**src/rtl/spi_pkg.sv**
```systemverilog
// spi master package: register offsets, config and status bits, widths, types, shifter states
package spi_pkg;

   //############################################################
   //# widths
   //############################################################

   typedef logic [7:0]  reg_addr_t;      // register offset
   typedef logic [31:0] reg_data_t;      // bus data word
   typedef logic [7:0]  spi_byte_t;      // one spi frame
   typedef logic [7:0]  clkdiv_t;        // half-period divider

   //############################################################
   //# register map
   //############################################################

   localparam reg_addr_t SPI_CONFIG = 8'h00;  // mode bits
   localparam reg_addr_t SPI_STATUS = 8'h01;  // rx flag, busy, full
   localparam reg_addr_t SPI_CLKDIV = 8'h02;  // sclk divider
   localparam reg_addr_t SPI_TX     = 8'h04;  // write pushes tx fifo
   localparam reg_addr_t SPI_RX     = 8'h08;  // last received byte

   // config bits
   localparam int CFG_DISABLE  = 0;      // 0 means spi on
   localparam int CFG_CPOL     = 1;      // sclk idle level
   localparam int CFG_CPHA     = 2;      // sample on trailing edge
   localparam int CFG_LSBFIRST = 3;      // bit order

   // status bits
   localparam int ST_RXVALID = 0;        // sticky, any status write clears
   localparam int ST_BUSY    = 1;        // frame in progress
   localparam int ST_FULL    = 2;        // tx fifo full

   localparam clkdiv_t CLKDIV_RESET = 8'd1;  // divider after reset

   //############################################################
   //# tx fifo
   //############################################################

   localparam int FIFO_DEPTH = 4;                    // power of two
   localparam int FIFO_PTR_W = $clog2(FIFO_DEPTH);

   typedef logic [FIFO_PTR_W-1:0] fifo_ptr_t;        // wraps naturally
   typedef logic [FIFO_PTR_W:0]   fifo_cnt_t;        // 0..FIFO_DEPTH

   //############################################################
   //# shifter
   //############################################################

   typedef logic [4:0] edge_cnt_t;                   // sclk edges seen
   localparam edge_cnt_t FRAME_EDGES = 5'd16;        // two per bit

   typedef enum logic [1:0] {
      st_idle,   // ss high, sclk at cpol
      st_setup,  // ss low, waiting for first edge
      st_shift,  // toggling sclk
      st_hold    // ss release and deselect gap
   } spi_state_t;

endpackage

```
**src/rtl/spi_master.sv**
```systemverilog
// spi master top: register file, tx fifo and shifter
`timescale 1ns/1ps

module spi_master import spi_pkg::*; (
   input  logic      clk,        // core clock
   input  logic      nreset,     // async, active low

   // register bus
   input  logic      access_in,
   input  logic      write_in,
   input  reg_addr_t addr_in,
   input  reg_data_t wdata_in,
   input  logic      wait_in,
   output logic      access_out,
   output reg_data_t rdata_out,
   output logic      wait_out,

   // spi pins
   output logic      sclk,
   output logic      ss,
   output logic      mosi,
   input  logic      miso
);

   logic      fifo_push;
   spi_byte_t fifo_data;         // regs to fifo
   spi_byte_t pop_data;          // fifo to shifter
   logic      fifo_pop;
   logic      fifo_empty;
   logic      fifo_full;
   logic      busy;
   logic      rx_valid;
   spi_byte_t rx_byte;
   logic      spi_en;
   logic      cpol;
   logic      cpha;
   logic      lsbfirst;
   clkdiv_t   clkdiv;

   //############################################################
   //# register file
   //############################################################

   spi_master_regs regs_i (
      .clk        (clk),
      .nreset     (nreset),
      .access_in  (access_in),
      .write_in   (write_in),
      .addr_in    (addr_in),
      .wdata_in   (wdata_in),
      .wait_in    (wait_in),
      .access_out (access_out),
      .rdata_out  (rdata_out),
      .wait_out   (wait_out),
      .fifo_full  (fifo_full),
      .busy       (busy),
      .rx_valid   (rx_valid),
      .rx_byte    (rx_byte),
      .fifo_push  (fifo_push),
      .fifo_data  (fifo_data),
      .spi_en     (spi_en),
      .cpol       (cpol),
      .cpha       (cpha),
      .lsbfirst   (lsbfirst),
      .clkdiv     (clkdiv)
   );

   //############################################################
   //# datapath
   //############################################################

   spi_tx_fifo fifo_i (
      .clk       (clk),
      .nreset    (nreset),
      .push      (fifo_push),
      .push_data (fifo_data),
      .pop       (fifo_pop),
      .pop_data  (pop_data),
      .empty     (fifo_empty),
      .full      (fifo_full)
   );

   spi_shifter shifter_i (
      .clk        (clk),
      .nreset     (nreset),
      .spi_en     (spi_en),
      .cpol       (cpol),
      .cpha       (cpha),
      .lsbfirst   (lsbfirst),
      .clkdiv     (clkdiv),
      .fifo_empty (fifo_empty),
      .fifo_data  (pop_data),
      .fifo_pop   (fifo_pop),
      .busy       (busy),
      .rx_valid   (rx_valid),
      .rx_byte    (rx_byte),
      .sclk       (sclk),
      .ss         (ss),
      .mosi       (mosi),
      .miso       (miso)
   );

endmodule

```
**src/rtl/spi_master_regs.sv**
```systemverilog
// spi master register file: access decode, config/clkdiv/status/rx registers, read return, wait
`timescale 1ns/1ps

module spi_master_regs import spi_pkg::*; (
   input  logic      clk,        // core clock
   input  logic      nreset,     // async, active low

   // register bus from core
   input  logic      access_in,  // request
   input  logic      write_in,   // 1 write, 0 read
   input  reg_addr_t addr_in,    // register offset
   input  reg_data_t wdata_in,   // write data, low byte used
   input  logic      wait_in,    // core stalls the return

   // read return to core
   output logic      access_out, // return valid
   output reg_data_t rdata_out,  // return data
   output logic      wait_out,   // back-pressure to core

   // datapath status
   input  logic      fifo_full,
   input  logic      busy,
   input  logic      rx_valid,   // one cycle at end of frame
   input  spi_byte_t rx_byte,

   // tx fifo push
   output logic      fifo_push,
   output spi_byte_t fifo_data,

   // mode to shifter
   output logic      spi_en,
   output logic      cpol,
   output logic      cpha,
   output logic      lsbfirst,
   output clkdiv_t   clkdiv
);

   spi_byte_t config_reg;
   clkdiv_t   clkdiv_reg;
   spi_byte_t rx_reg;
   spi_byte_t status_byte;
   spi_byte_t rd_byte;
   logic      rxvalid_q;          // sticky rx flag
   logic      busy_q;
   logic      full_q;
   logic      accept;
   logic      wr_accept;
   logic      rd_accept;

   //############################################################
   //# decode
   //############################################################

   // stalled return or full fifo holds the core off
   assign wait_out  = fifo_full | (access_out & wait_in);

   assign accept    = access_in & ~wait_out;
   assign wr_accept = accept & write_in;
   assign rd_accept = accept & ~write_in;

   assign fifo_push = wr_accept & (addr_in == SPI_TX);
   assign fifo_data = wdata_in[7:0];

   //############################################################
   //# config and clkdiv
   //############################################################

   always_ff @(posedge clk or negedge nreset) begin
      if (!nreset) begin
         config_reg <= '0;            // enabled, mode 0, msb first
         clkdiv_reg <= CLKDIV_RESET;
      end else if (wr_accept) begin
         if (addr_in == SPI_CONFIG)
            config_reg <= wdata_in[7:0];
         if (addr_in == SPI_CLKDIV)
            clkdiv_reg <= wdata_in[7:0];
      end
   end

   assign spi_en   = ~config_reg[CFG_DISABLE];
   assign cpol     = config_reg[CFG_CPOL];
   assign cpha     = config_reg[CFG_CPHA];
   assign lsbfirst = config_reg[CFG_LSBFIRST];
   assign clkdiv   = clkdiv_reg;

   //############################################################
   //# status and rx
   //############################################################

   always_ff @(posedge clk or negedge nreset) begin
      if (!nreset) begin
         rxvalid_q <= 1'b0;
         busy_q    <= 1'b0;
         full_q    <= 1'b0;
      end else begin
         busy_q <= busy;              // live copies, every cycle
         full_q <= fifo_full;
         if (wr_accept && (addr_in == SPI_STATUS))
            rxvalid_q <= 1'b0;        // write of any value clears
         else if (rx_valid)
            rxvalid_q <= 1'b1;
      end
   end

   always_ff @(posedge clk) begin
      if (rx_valid)
         rx_reg <= rx_byte;           // last frame only
   end

   always_comb begin
      status_byte              = '0;
      status_byte[ST_RXVALID]  = rxvalid_q;
      status_byte[ST_BUSY]     = busy_q;
      status_byte[ST_FULL]     = full_q;
   end

   //############################################################
   //# read return
   //############################################################

   always_comb begin
      case (addr_in)
         SPI_CONFIG: rd_byte = config_reg;
         SPI_STATUS: rd_byte = status_byte;
         SPI_CLKDIV: rd_byte = clkdiv_reg;
         SPI_RX:     rd_byte = rx_reg;
         default:    rd_byte = '0;    // tx and unmapped read 0
      endcase
   end

   always_ff @(posedge clk or negedge nreset) begin
      if (!nreset)
         access_out <= 1'b0;
      else if (rd_accept)
         access_out <= 1'b1;          // one cycle after acceptance
      else if (!(access_out && wait_in))
         access_out <= 1'b0;          // taken by core
   end

   // no new read gets in while stalled, so data holds by itself
   always_ff @(posedge clk) begin
      if (rd_accept)
         rdata_out <= reg_data_t'(rd_byte);
   end

endmodule

```
**src/rtl/spi_shifter.sv**
```systemverilog
// spi shifter: clock divider, frame fsm, shift register, registered sclk/ss/mosi, miso sampling
`timescale 1ns/1ps

module spi_shifter import spi_pkg::*; (
   input  logic      clk,        // core clock
   input  logic      nreset,     // async, active low

   // mode, applied at frame start
   input  logic      spi_en,
   input  logic      cpol,
   input  logic      cpha,
   input  logic      lsbfirst,
   input  clkdiv_t   clkdiv,

   // tx fifo
   input  logic      fifo_empty,
   input  spi_byte_t fifo_data,
   output logic      fifo_pop,

   output logic      busy,       // not idle
   output logic      rx_valid,   // one cycle at end of frame
   output spi_byte_t rx_byte,

   // pins
   output logic      sclk,
   output logic      ss,         // active low
   output logic      mosi,
   input  logic      miso
);

   spi_state_t state;
   clkdiv_t    div_cnt;
   clkdiv_t    div_f;            // divider for this frame
   logic       cpha_f;
   logic       lsb_f;
   edge_cnt_t  edge_cnt;
   edge_cnt_t  edge_next;
   logic       tick;             // end of a half-period
   logic       sample_edge;
   spi_byte_t  shreg;            // tx out one end, rx in the other

   assign busy        = (state != st_idle);
   assign fifo_pop    = (state == st_idle) & spi_en & ~fifo_empty;
   assign tick        = (div_cnt == div_f);
   assign edge_next   = edge_cnt + 1'b1;
   // odd edges are leading, cpha picks which one samples
   assign sample_edge = edge_next[0] ^ cpha_f;
   assign rx_byte     = shreg;

   //############################################################
   //# half-period divider
   //############################################################

   always_ff @(posedge clk or negedge nreset) begin
      if (!nreset)
         div_cnt <= '0;
      else if ((state == st_idle) || tick)
         div_cnt <= '0;               // clkdiv+1 cycles per half
      else
         div_cnt <= clkdiv_t'(div_cnt + 1'b1);
   end

   //############################################################
   //# frame fsm and pins
   //############################################################

   always_ff @(posedge clk or negedge nreset) begin
      if (!nreset) begin
         state    <= st_idle;
         sclk     <= 1'b0;
         ss       <= 1'b1;
         mosi     <= 1'b0;
         rx_valid <= 1'b0;
         edge_cnt <= '0;
         div_f    <= CLKDIV_RESET;
         cpha_f   <= 1'b0;
         lsb_f    <= 1'b0;
      end else begin
         rx_valid <= 1'b0;
         case (state)
            st_idle: begin
               sclk     <= cpol;          // idle level follows config
               ss       <= 1'b1;
               edge_cnt <= '0;
               if (fifo_pop) begin
                  div_f  <= clkdiv;       // freeze mode for the frame
                  cpha_f <= cpha;
                  lsb_f  <= lsbfirst;
                  mosi   <= lsbfirst ? fifo_data[0] : fifo_data[7];
                  ss     <= 1'b0;         // one half-period before edge 1
                  state  <= st_setup;
               end
            end
            st_setup, st_shift: begin
               if (tick) begin
                  if (edge_cnt == FRAME_EDGES) begin
                     ss    <= 1'b1;       // half-period after last edge
                     state <= st_hold;
                  end else begin
                     sclk     <= ~sclk;
                     edge_cnt <= edge_next;
                     state    <= st_shift;
                     if (!sample_edge)
                        mosi <= lsb_f ? shreg[0] : shreg[7];   // next bit out
                  end
               end
            end
            st_hold: begin
               if (tick) begin
                  rx_valid <= 1'b1;       // deselect gap done
                  state    <= st_idle;
               end
            end
            default: state <= st_idle;
         endcase
      end
   end

   //############################################################
   //# shift register
   //############################################################

   always_ff @(posedge clk) begin
      if (fifo_pop)
         shreg <= fifo_data;
      else if ((state == st_setup || state == st_shift) && tick &&
               (edge_cnt != FRAME_EDGES) && sample_edge) begin
         if (lsb_f)
            shreg <= {miso, shreg[7:1]};  // lsb leaves, miso enters top
         else
            shreg <= {shreg[6:0], miso};  // msb leaves, miso enters bottom
      end
   end

endmodule

```
**src/rtl/spi_tx_fifo.sv**
```systemverilog
// tx byte fifo: circular buffer with read/write pointers, count, empty and full
`timescale 1ns/1ps

module spi_tx_fifo import spi_pkg::*; (
   input  logic      clk,        // core clock
   input  logic      nreset,     // async, active low

   input  logic      push,       // write side, from register file
   input  spi_byte_t push_data,

   input  logic      pop,        // read side, from shifter
   output spi_byte_t pop_data,   // head entry, valid when not empty

   output logic      empty,
   output logic      full
);

   spi_byte_t mem [FIFO_DEPTH];  // payload only
   fifo_ptr_t wr_ptr;
   fifo_ptr_t rd_ptr;
   fifo_cnt_t count;
   logic      do_push;
   logic      do_pop;

   assign empty   = (count == '0);
   assign full    = (count == fifo_cnt_t'(FIFO_DEPTH));

   // guards keep the pointers sane on a stray request
   assign do_push = push & ~full;
   assign do_pop  = pop & ~empty;

   //############################################################
   //# storage
   //############################################################

   always_ff @(posedge clk) begin
      if (do_push)
         mem[wr_ptr] <= push_data;
   end

   assign pop_data = mem[rd_ptr];   // show-ahead

   //############################################################
   //# pointers and count
   //############################################################

   always_ff @(posedge clk or negedge nreset) begin
      if (!nreset) begin
         wr_ptr <= '0;
         rd_ptr <= '0;
         count  <= '0;
      end else begin
         if (do_push)
            wr_ptr <= fifo_ptr_t'(wr_ptr + 1'b1);   // wraps at depth
         if (do_pop)
            rd_ptr <= fifo_ptr_t'(rd_ptr + 1'b1);
         case ({do_push, do_pop})
            2'b10:   count <= fifo_cnt_t'(count + 1'b1);
            2'b01:   count <= fifo_cnt_t'(count - 1'b1);
            default: count <= count;              // none or both
         endcase
      end
   end

endmodule
```
**config.mk**
```make
export PLATFORM = sky130hd
export DESIGN_NAME = spi_master
export DESIGN_NICKNAME = d
export VERILOG_FILES = /design/src/rtl/spi_pkg.sv /design/src/rtl/spi_master.sv /design/src/rtl/spi_master_regs.sv /design/src/rtl/spi_shifter.sv /design/src/rtl/spi_tx_fifo.sv
export SDC_FILE = /design/constraint.sdc
export NUM_CORES = 1
export LEC_CHECK = 0
export ABC_AREA = 1
export ABC_CLOCK_PERIOD_IN_PS = 2150
export BUFFER_PORTS_ARGS = -buffer_cell sky130_fd_sc_hd__buf_2
export CAP_MARGIN = 40
export CORE_ASPECT_RATIO = 2
export CORE_UTILIZATION = 40
export DETAILED_ROUTE_END_ITERATION = 12
export GPL_ROUTABILITY_DRIVEN = 0
export GPL_TIMING_DRIVEN = 0
export PLACE_DENSITY = 0.65
export SYNTH_ARGS = -nofsm -noshare
export SYNTH_HDL_FRONTEND = slang
export SYNTH_SLANG_ARGS = --single-unit
```
**constraint.sdc**
```tcl
create_clock -name clk -period 2.15 [get_ports clk]
set_input_delay 0.215 -clock clk [delete_from_list [all_inputs] [get_ports clk]]
set_output_delay 0.215 -clock clk [all_outputs]
set_load 0.1 [all_outputs]
```
==> results of run 1 <==
[cell families (layout without fill, tap and decap cells)]
logic type / after synthesis / after routing / synth area share, %
AOI/OAI and AO/OA: 78 / 78 / 8.549
xor gates and xnor gates: 14 / 14 / 2.302
adders and majority gates: 12 / 12 / 2.959
buffers and inverters: 90 / 151 / 8.666
DFF: 112 / 112 / 57.94
other: 1 / 24 / 0.07039
and+or+nand+nor: 221 / 221 / 19.52
[layer usage]
metal	wire, um	track usage (%)	vias to the layer above
li1	-	-	1860
met1	3957	16.23	1820
met2	6936	36.84	85
met3	292	1.889	27
met4	481	10.55	0
met5	0	0	-
[layout by cell type (no fill, tap or decap), types with 9 or more instances in the layout]
cell | Yosys | routed
o21ai_0 | 44 | 43
clkbuf_16 | 0 | 9
inv_1 | 47 | 41
buf_4 | 25 | 34
nor2_1 | 43 | 41
ha_1 | 11 | 9
conb_1 | 1 | 24
inv_2 | 5 | 9
nand2_1 | 123 | 121
nand3_1 | 24 | 24
edfxtp_1 | 56 | 56
buf_2 | 8 | 41
xnor2_1 | 9 | 9
dfrtp_1 | 53 | 52
[worst min path at each step]
stage	to	from	slack (ns)	cells after the start
final	regs_i.access_out$_DFFE_PN0P_	write_in	0.12	2
after global routing	fifo_i.mem[1][6]$_DFFE_PP_	wdata_in[6]	0.14	1
after CTS	regs_i.access_out$_DFFE_PN0P_	write_in	0.12	2
after detailed placement	fifo_i.wr_ptr[0]$_DFFE_PN0P_	nreset	0.21	1
after global placement	regs_i.rx_reg[6]$_DFFE_PP_	shifter_i.rx_byte[6]$_DFFE_PP_	0.43	0
after floorplan	fifo_i.count[0]$_DFFE_PN0P_	nreset	-0.08	0
[power breakdown]
group          switching, mW  internal (mW)
clock                  0.707           1.05
sequential            0.0110           2.27
combinational          0.338         0.0771
total                   1.06           3.40
[cell usage after synthesis, types with 2 or more instances]
| library cell | count | area share, % |
|---|---|---|
| a21oi_1 | 6 | 0.56 |
| a31oi_1 | 2 | 0.23 |
| buf_2 | 8 | 0.75 |
| buf_4 | 25 | 3.5 |
| buf_6 | 2 | 0.42 |
| clkbuf_1 | 2 | 0.14 |
| dfrtp_1 | 53 | 25 |
| dfstp_2 | 3 | 1.5 |
| edfxtp_1 | 56 | 32 |
| ha_1 | 11 | 2.6 |
| inv_1 | 47 | 3.3 |
| inv_2 | 5 | 0.35 |
| nand2_1 | 123 | 8.7 |
| nand2_2 | 3 | 0.35 |
| nand2_4 | 5 | 1.1 |
| nand3_1 | 24 | 2.3 |
| nand4_1 | 8 | 0.94 |
| nor2_1 | 43 | 3.0 |
| nor2_4 | 2 | 0.42 |
| o2111ai_1 | 3 | 0.49 |
| o211ai_1 | 6 | 0.85 |
| o21ai_0 | 44 | 4.1 |
| o21ai_1 | 3 | 0.28 |
| o21ai_2 | 4 | 0.66 |
| o22ai_1 | 6 | 0.70 |
| or2_2 | 2 | 0.23 |
| xnor2_1 | 9 | 1.5 |
| xor2_1 | 5 | 0.82 |
[cell type report]
cell class | instances | area (um^2) | area share, %
Timing Repair Buffer | 45 | 267.8 | 4.272
Clock inverter | 4 | 68.82 | 1.098
Tap cell | 152 | 190.2 | 3.035
Clock buffer | 12 | 246.5 | 3.933
Buffer | 37 | 264.0 | 4.212
Sequential cell | 112 | 3090 | 49.31
Inverter | 53 | 209.0 | 3.334
Multi-Input combinational cell | 349 | 1931 | 30.80
[critical path, stage by stage (launching register included)]
cell and delay (ns):
dfrtp_1 0.40, inv_2 0.09, ha_4 0.15, inv_4 0.05
nor2_4 0.09, nand2_4 0.07, inv_4 0.07, buf_6 0.12
ha_4 0.13, inv_2 0.05, fa_2 0.34, a21oi_2 0.12
o21ai_1 0.09, xor2_1 0.15
[stage by stage]
| step | area (um^2) | setup slack (ns) | setup TNS (ns) | cells | util [%] |
|---|---|---|---|---|---|
| 6_report | 6267 | 0.09930 | 0 | 764 | 48.24 |
| 5_1_grt | 6267 | 0.002397 | 0 | 764 | 48.24 |
| 4_1_cts | 6225 | -0.01770 | -0.09808 | 761 | 47.91 |
| 3_5_place_dp | 5823 | -0.3316 | -0.7196 | 738 | 44.82 |
| 3_3_place_gp | 5803 | -0.2363 | -0.2693 | 737 | 44.66 |
| 2_1_floorplan | 5443 | 0.01386 | 0 | 551 | - |
[repair_timing]
item                                    4_1_cts  5_1_grt
endpoints found under the hold margin        19        0
pin swaps                                     4        2
setup buffers                                 6        3
endpoints found under the setup margin       18       34
hold buffers                                  1        0
resized for setup                            14        4
==> results_dict.tcl, run 1 <==
set metrics [dict create \
    status "complete, no violations" \
    r2r_slack_ns 0.1 \
    finalHoldViolations 0 \
    layout-drive-gt1-share_pct 23.04 \
    setup_viol 0 \
    drcViolationCount 0 \
    io_buffers 34 \
    finalMaxSlewViolations 0 \
    grt_pass1_vias 3863 \
    clk_latency_ns 0.34 \
    start_util_pct 41.01 \
    core-area_um2 12990 \
    area_growth_syn_to_layout_pct 17.64 \
    antenna_found_initial 0 \
    rsz0062_at_grt "false" \
    overflow 0 \
    ir_drop_mv 0.4516 \
    power_density_nw_per_um2 710.3 \
    largest_register "fifo_i.mem" \
    synth_warnings 0 \
    async_flop_share_pct 50.00 \
    die_h_um 165.2 \
    fin_crit_sh_pct 95.38 \
    syn_area_um2 5328 \
    endpoint "fifo_i.count[2]$_DFFE_PN0P_" \
    total_power_mw 4.451 \
    critPathMaxFanout 3 \
    rr_startpoint "shifter_i.state[1]$_DFFE_PN0P_" \
    finClkSkew_ns 0.01122 \
    reg2regPathDepth 13 \
    avgSynthCellArea_um2 10.09 \
    crit_path_start_kind "flip-flop" \
    r2r_end "fifo_i.count[2]$_DFFE_PN0P_" \
    ant_nets 0 \
    cp.required_ns 2.37 \
    cts_tree "done" \
    synth_cells 528 \
    viasPerCell 4.963 \
    synth_edf_count 56 \
    vias 3792 \
    io_pins 83 \
    clk_path_buf_depth 2 \
    endpoint_kind "flip-flop" \
    post-route-min-period_ns 2.051 \
    crit_type "reg2reg" \
    htreeDepth 3 \
    drt_iter0_drc 201 \
    largest_reg_flops 32 \
    dr.pass1.iters 5 \
    row_count 59 \
    final.fill_count 1191 \
    numCtsBuffers 9 \
    n_antenna_cell 0 \
    dpl.hpwl_um 8969 \
    slew_headroom_pct 49.39 \
    die_x_um 83.61 \
    holdWs_ns 0.1210 \
    power_leakage_nw 2.865 \
    maxCapViolCount 0 \
    wire_per_inst_um 15.27 \
    seq_area_frac_synth_pct 57.94 \
    crit_start "shifter_i.state[1]$_DFFE_PN0P_" \
    worstPathArrival_ns 2.27 \
    synth_seq_cells 112 \
    grt_max_degree 38 \
    die_area_um2 13810 \
    synthFlopType "edfxtp_1" \
    cts_root_buf "clkbuf_16" \
    wl_um 11670 \
    min_path_type "in2reg" \
    clock.fmax_ghz 0.4876 \
    cts_sinks 112 \
    clk_pin_slew_worst_paths_ns 0.07 \
    final_nets 665 \
    grt_usage_pct 17.87 \
    tightest_slew_ns 0.7564 \
    grt_pass1_wl_um 18770 \
    ys_types 46 \
]
No activity file was read; power rests on OpenSTA's default activity.
==> inputs of run 2 (changes only) <==
--- a/config.mk
+++ b/config.mk
@@ -7,14 +7,14 @@
 export LEC_CHECK = 0
 export ABC_AREA = 1
 export ABC_CLOCK_PERIOD_IN_PS = 2150
-export BUFFER_PORTS_ARGS = -buffer_cell sky130_fd_sc_hd__buf_2
 export CAP_MARGIN = 40
 export CORE_ASPECT_RATIO = 2
 export CORE_UTILIZATION = 40
 export DETAILED_ROUTE_END_ITERATION = 12
+export DONT_BUFFER_PORTS = 1
 export GPL_ROUTABILITY_DRIVEN = 0
 export GPL_TIMING_DRIVEN = 0
-export PLACE_DENSITY = 0.65
+export PLACE_DENSITY = 0.59
 export SYNTH_ARGS = -nofsm -noshare
 export SYNTH_HDL_FRONTEND = slang
 export SYNTH_SLANG_ARGS = --single-unit
==> results_dict.tcl, run 2 (synthesis results as in run 1) <==
set metrics [dict create \
    largest_reg_flops 32 \
    fin_cells 745 \
    fin_crit_sh_pct 100.2 \
    cp.required_ns 2.38 \
    area_growth_syn_to_layout_pct 18.20 \
    worstPathArrival_ns 2.39 \
    grt_pass1_wl_um 18710 \
    power_leakage_nw 2.801 \
    largest_register "fifo_i.mem" \
    cts_tree "done" \
    drt_iter0_drc 209 \
    die_x_um 83.61 \
    start_util_pct 41.01 \
    crit_type "reg2reg" \
    io_buffers 0 \
    finish.utilization_pct 48.47 \
    viasPerCell 4.946 \
    grt_max_degree 57 \
    cts_sinks 112 \
    clk_path_buf_depth 2 \
    finalHoldViolations 0 \
    cts_root_buf "clkbuf_16" \
    layout-drive-gt1-share_pct 18.89 \
    holdWs_ns 0.01761 \
    post-route-min-period_ns 2.155 \
    critPathMaxFanout 7 \
    violations "setup timing" \
    clock.fmax_ghz 0.4641 \
    io_pins 83 \
    min_path_type "in2reg" \
    clk_pin_slew_worst_paths_ns 0.07 \
    timing.final.ws_setup_ns -0.004709 \
    vias 3685 \
    row_count 59 \
    final_area_um2 6297 \
    status "finished with violations" \
    die_area_um2 13810 \
    tightest_slew_ns 0.9008 \
    numCtsBuffers 9 \
    die_h_um 165.2 \
    endpoint_kind "flip-flop" \
    ant_nets 0 \
    grt_pass1_vias 3644 \
    layout_commonest_cell "nand2_1" \
    clk_latency_ns 0.35 \
    drcViolationCount 0 \
    dpl.hpwl_um 8733 \
    grt_usage_pct 18.13 \
    final_nets 646 \
    htreeDepth 3 \
    dp_cells 706 \
    maxCapViolCount 0 \
    setup_viol 1 \
    finalMaxSlewViolations 0 \
    crit_path_start_kind "flip-flop" \
    wl_um 11740 \
    core-area_um2 12990 \
    dr.pass1.iters 5 \
    overflow 0 \
    slew_headroom_pct 40.07 \
    n_antenna_cell 0 \
    mostFrequentLayoutCells "nand2_1, edfxtp_1, dfrtp_1" \
    rsz0062_at_grt "true" \
    antenna_found_initial 0 \
    power_density_nw_per_um2 686.6 \
    dpl-instance-area_um2 5703 \
    wire_per_inst_um 15.76 \
    finClkSkew_ns 0.01243 \
    ir_drop_mv 0.5591 \
]
run 2: changes by cell type in the layout (fill, tap and decap cells not counted), moves of 2 or more:
cell and change:
buf_2 -34, dlygate4sd3_1 +10, buf_16 +4, clkinvlp_4 +3, clkbuf_1 -2
run 2: stage by stage:
step | setup slack [ns] | setup TNS (ns) | total power [mW]
final | -0.004709 | -0.004709 | 4.324
after floorplan | 0.01386 | 0 | 2.650
after detailed placement | -0.2906 | -5.473 | 2.671
after global placement | -0.2594 | -3.532 | 2.662
after CTS | -0.2146 | -1.380 | 4.355
after global routing | -0.1135 | -1.917 | 4.465
run 2: path summary, 6_finish.rpt:
check	startpoint	end	slack, ns	cells after the start
min in group asynchronous	nreset	regs_i.config_reg[3]$_DFFE_PN0P_	0.35	2
worst max-delay path	shifter_i.state[1]$_DFFE_PN0P_	fifo_i.count[2]$_DFFE_PN0P_	-0.005	13
worst max register to register	shifter_i.state[1]$_DFFE_PN0P_	fifo_i.count[2]$_DFFE_PN0P_	-0.005	13
worst min-delay path	wdata_in[4]	regs_i.config_reg[4]$_DFFE_PN0P_	0.02	2
max in group asynchronous	nreset	regs_i.clkdiv[0]$_DFFE_PN1P_	1.45	2
worst min register to register	shifter_i.rx_byte[1]$_DFFE_PP_	regs_i.rx_reg[1]$_DFFE_PP_	0.45	0
run 2: report_power, final:
group / leakage (nW) / switching (mW) / internal, mW
sequential: 1.14 / 0.0495 / 2.27
clock: 0.130 / 0.734 / 0.896
combinational: 1.54 / 0.289 / 0.0849
total: 2.80 / 1.07 / 3.25
run 2: final cells by class:
type	count	area, um^2
Fill cell	1226	6695
Sequential cell	112	3090
Multi-Input combinational cell	349	1929
Timing Repair Buffer	26	327.8
Buffer	37	264.0
Clock buffer	10	229.0
Inverter	53	206.4
Tap cell	152	190.2
Clock inverter	6	60.06
run 2: what timing repair did:
action / 4_1_cts / 5_1_grt
buffers inserted: 4 / 5
resized for setup: 1 / 17
endpoints found under the setup margin: 42 / 42
endpoints found under the hold margin: 95 / 1
pin swaps: 2 / 4
hold buffers: 11 / 1
run 2: per-layer routing:
| metal | share of wire [%] | global-route usage, % |
|---|---|---|
| met4 | 4.3 | 8.706 |
| met2 | 57 | 35.48 |
| met1 | 35 | 17.94 |
| met3 | 3.8 | 3.529 |
| met5 | 0 | 0 |
run 2: critical path, stage by stage (launching register included):
cell and delay [ns]:
dfrtp_1 0.41, inv_2 0.09, ha_4 0.16, inv_4 0.05
nor2_4 0.08, nand2_2 0.07, inv_2 0.09, buf_6 0.14
ha_4 0.13, inv_2 0.05, fa_2 0.41, a21oi_2 0.14
o21ai_2 0.07, xor2_1 0.13
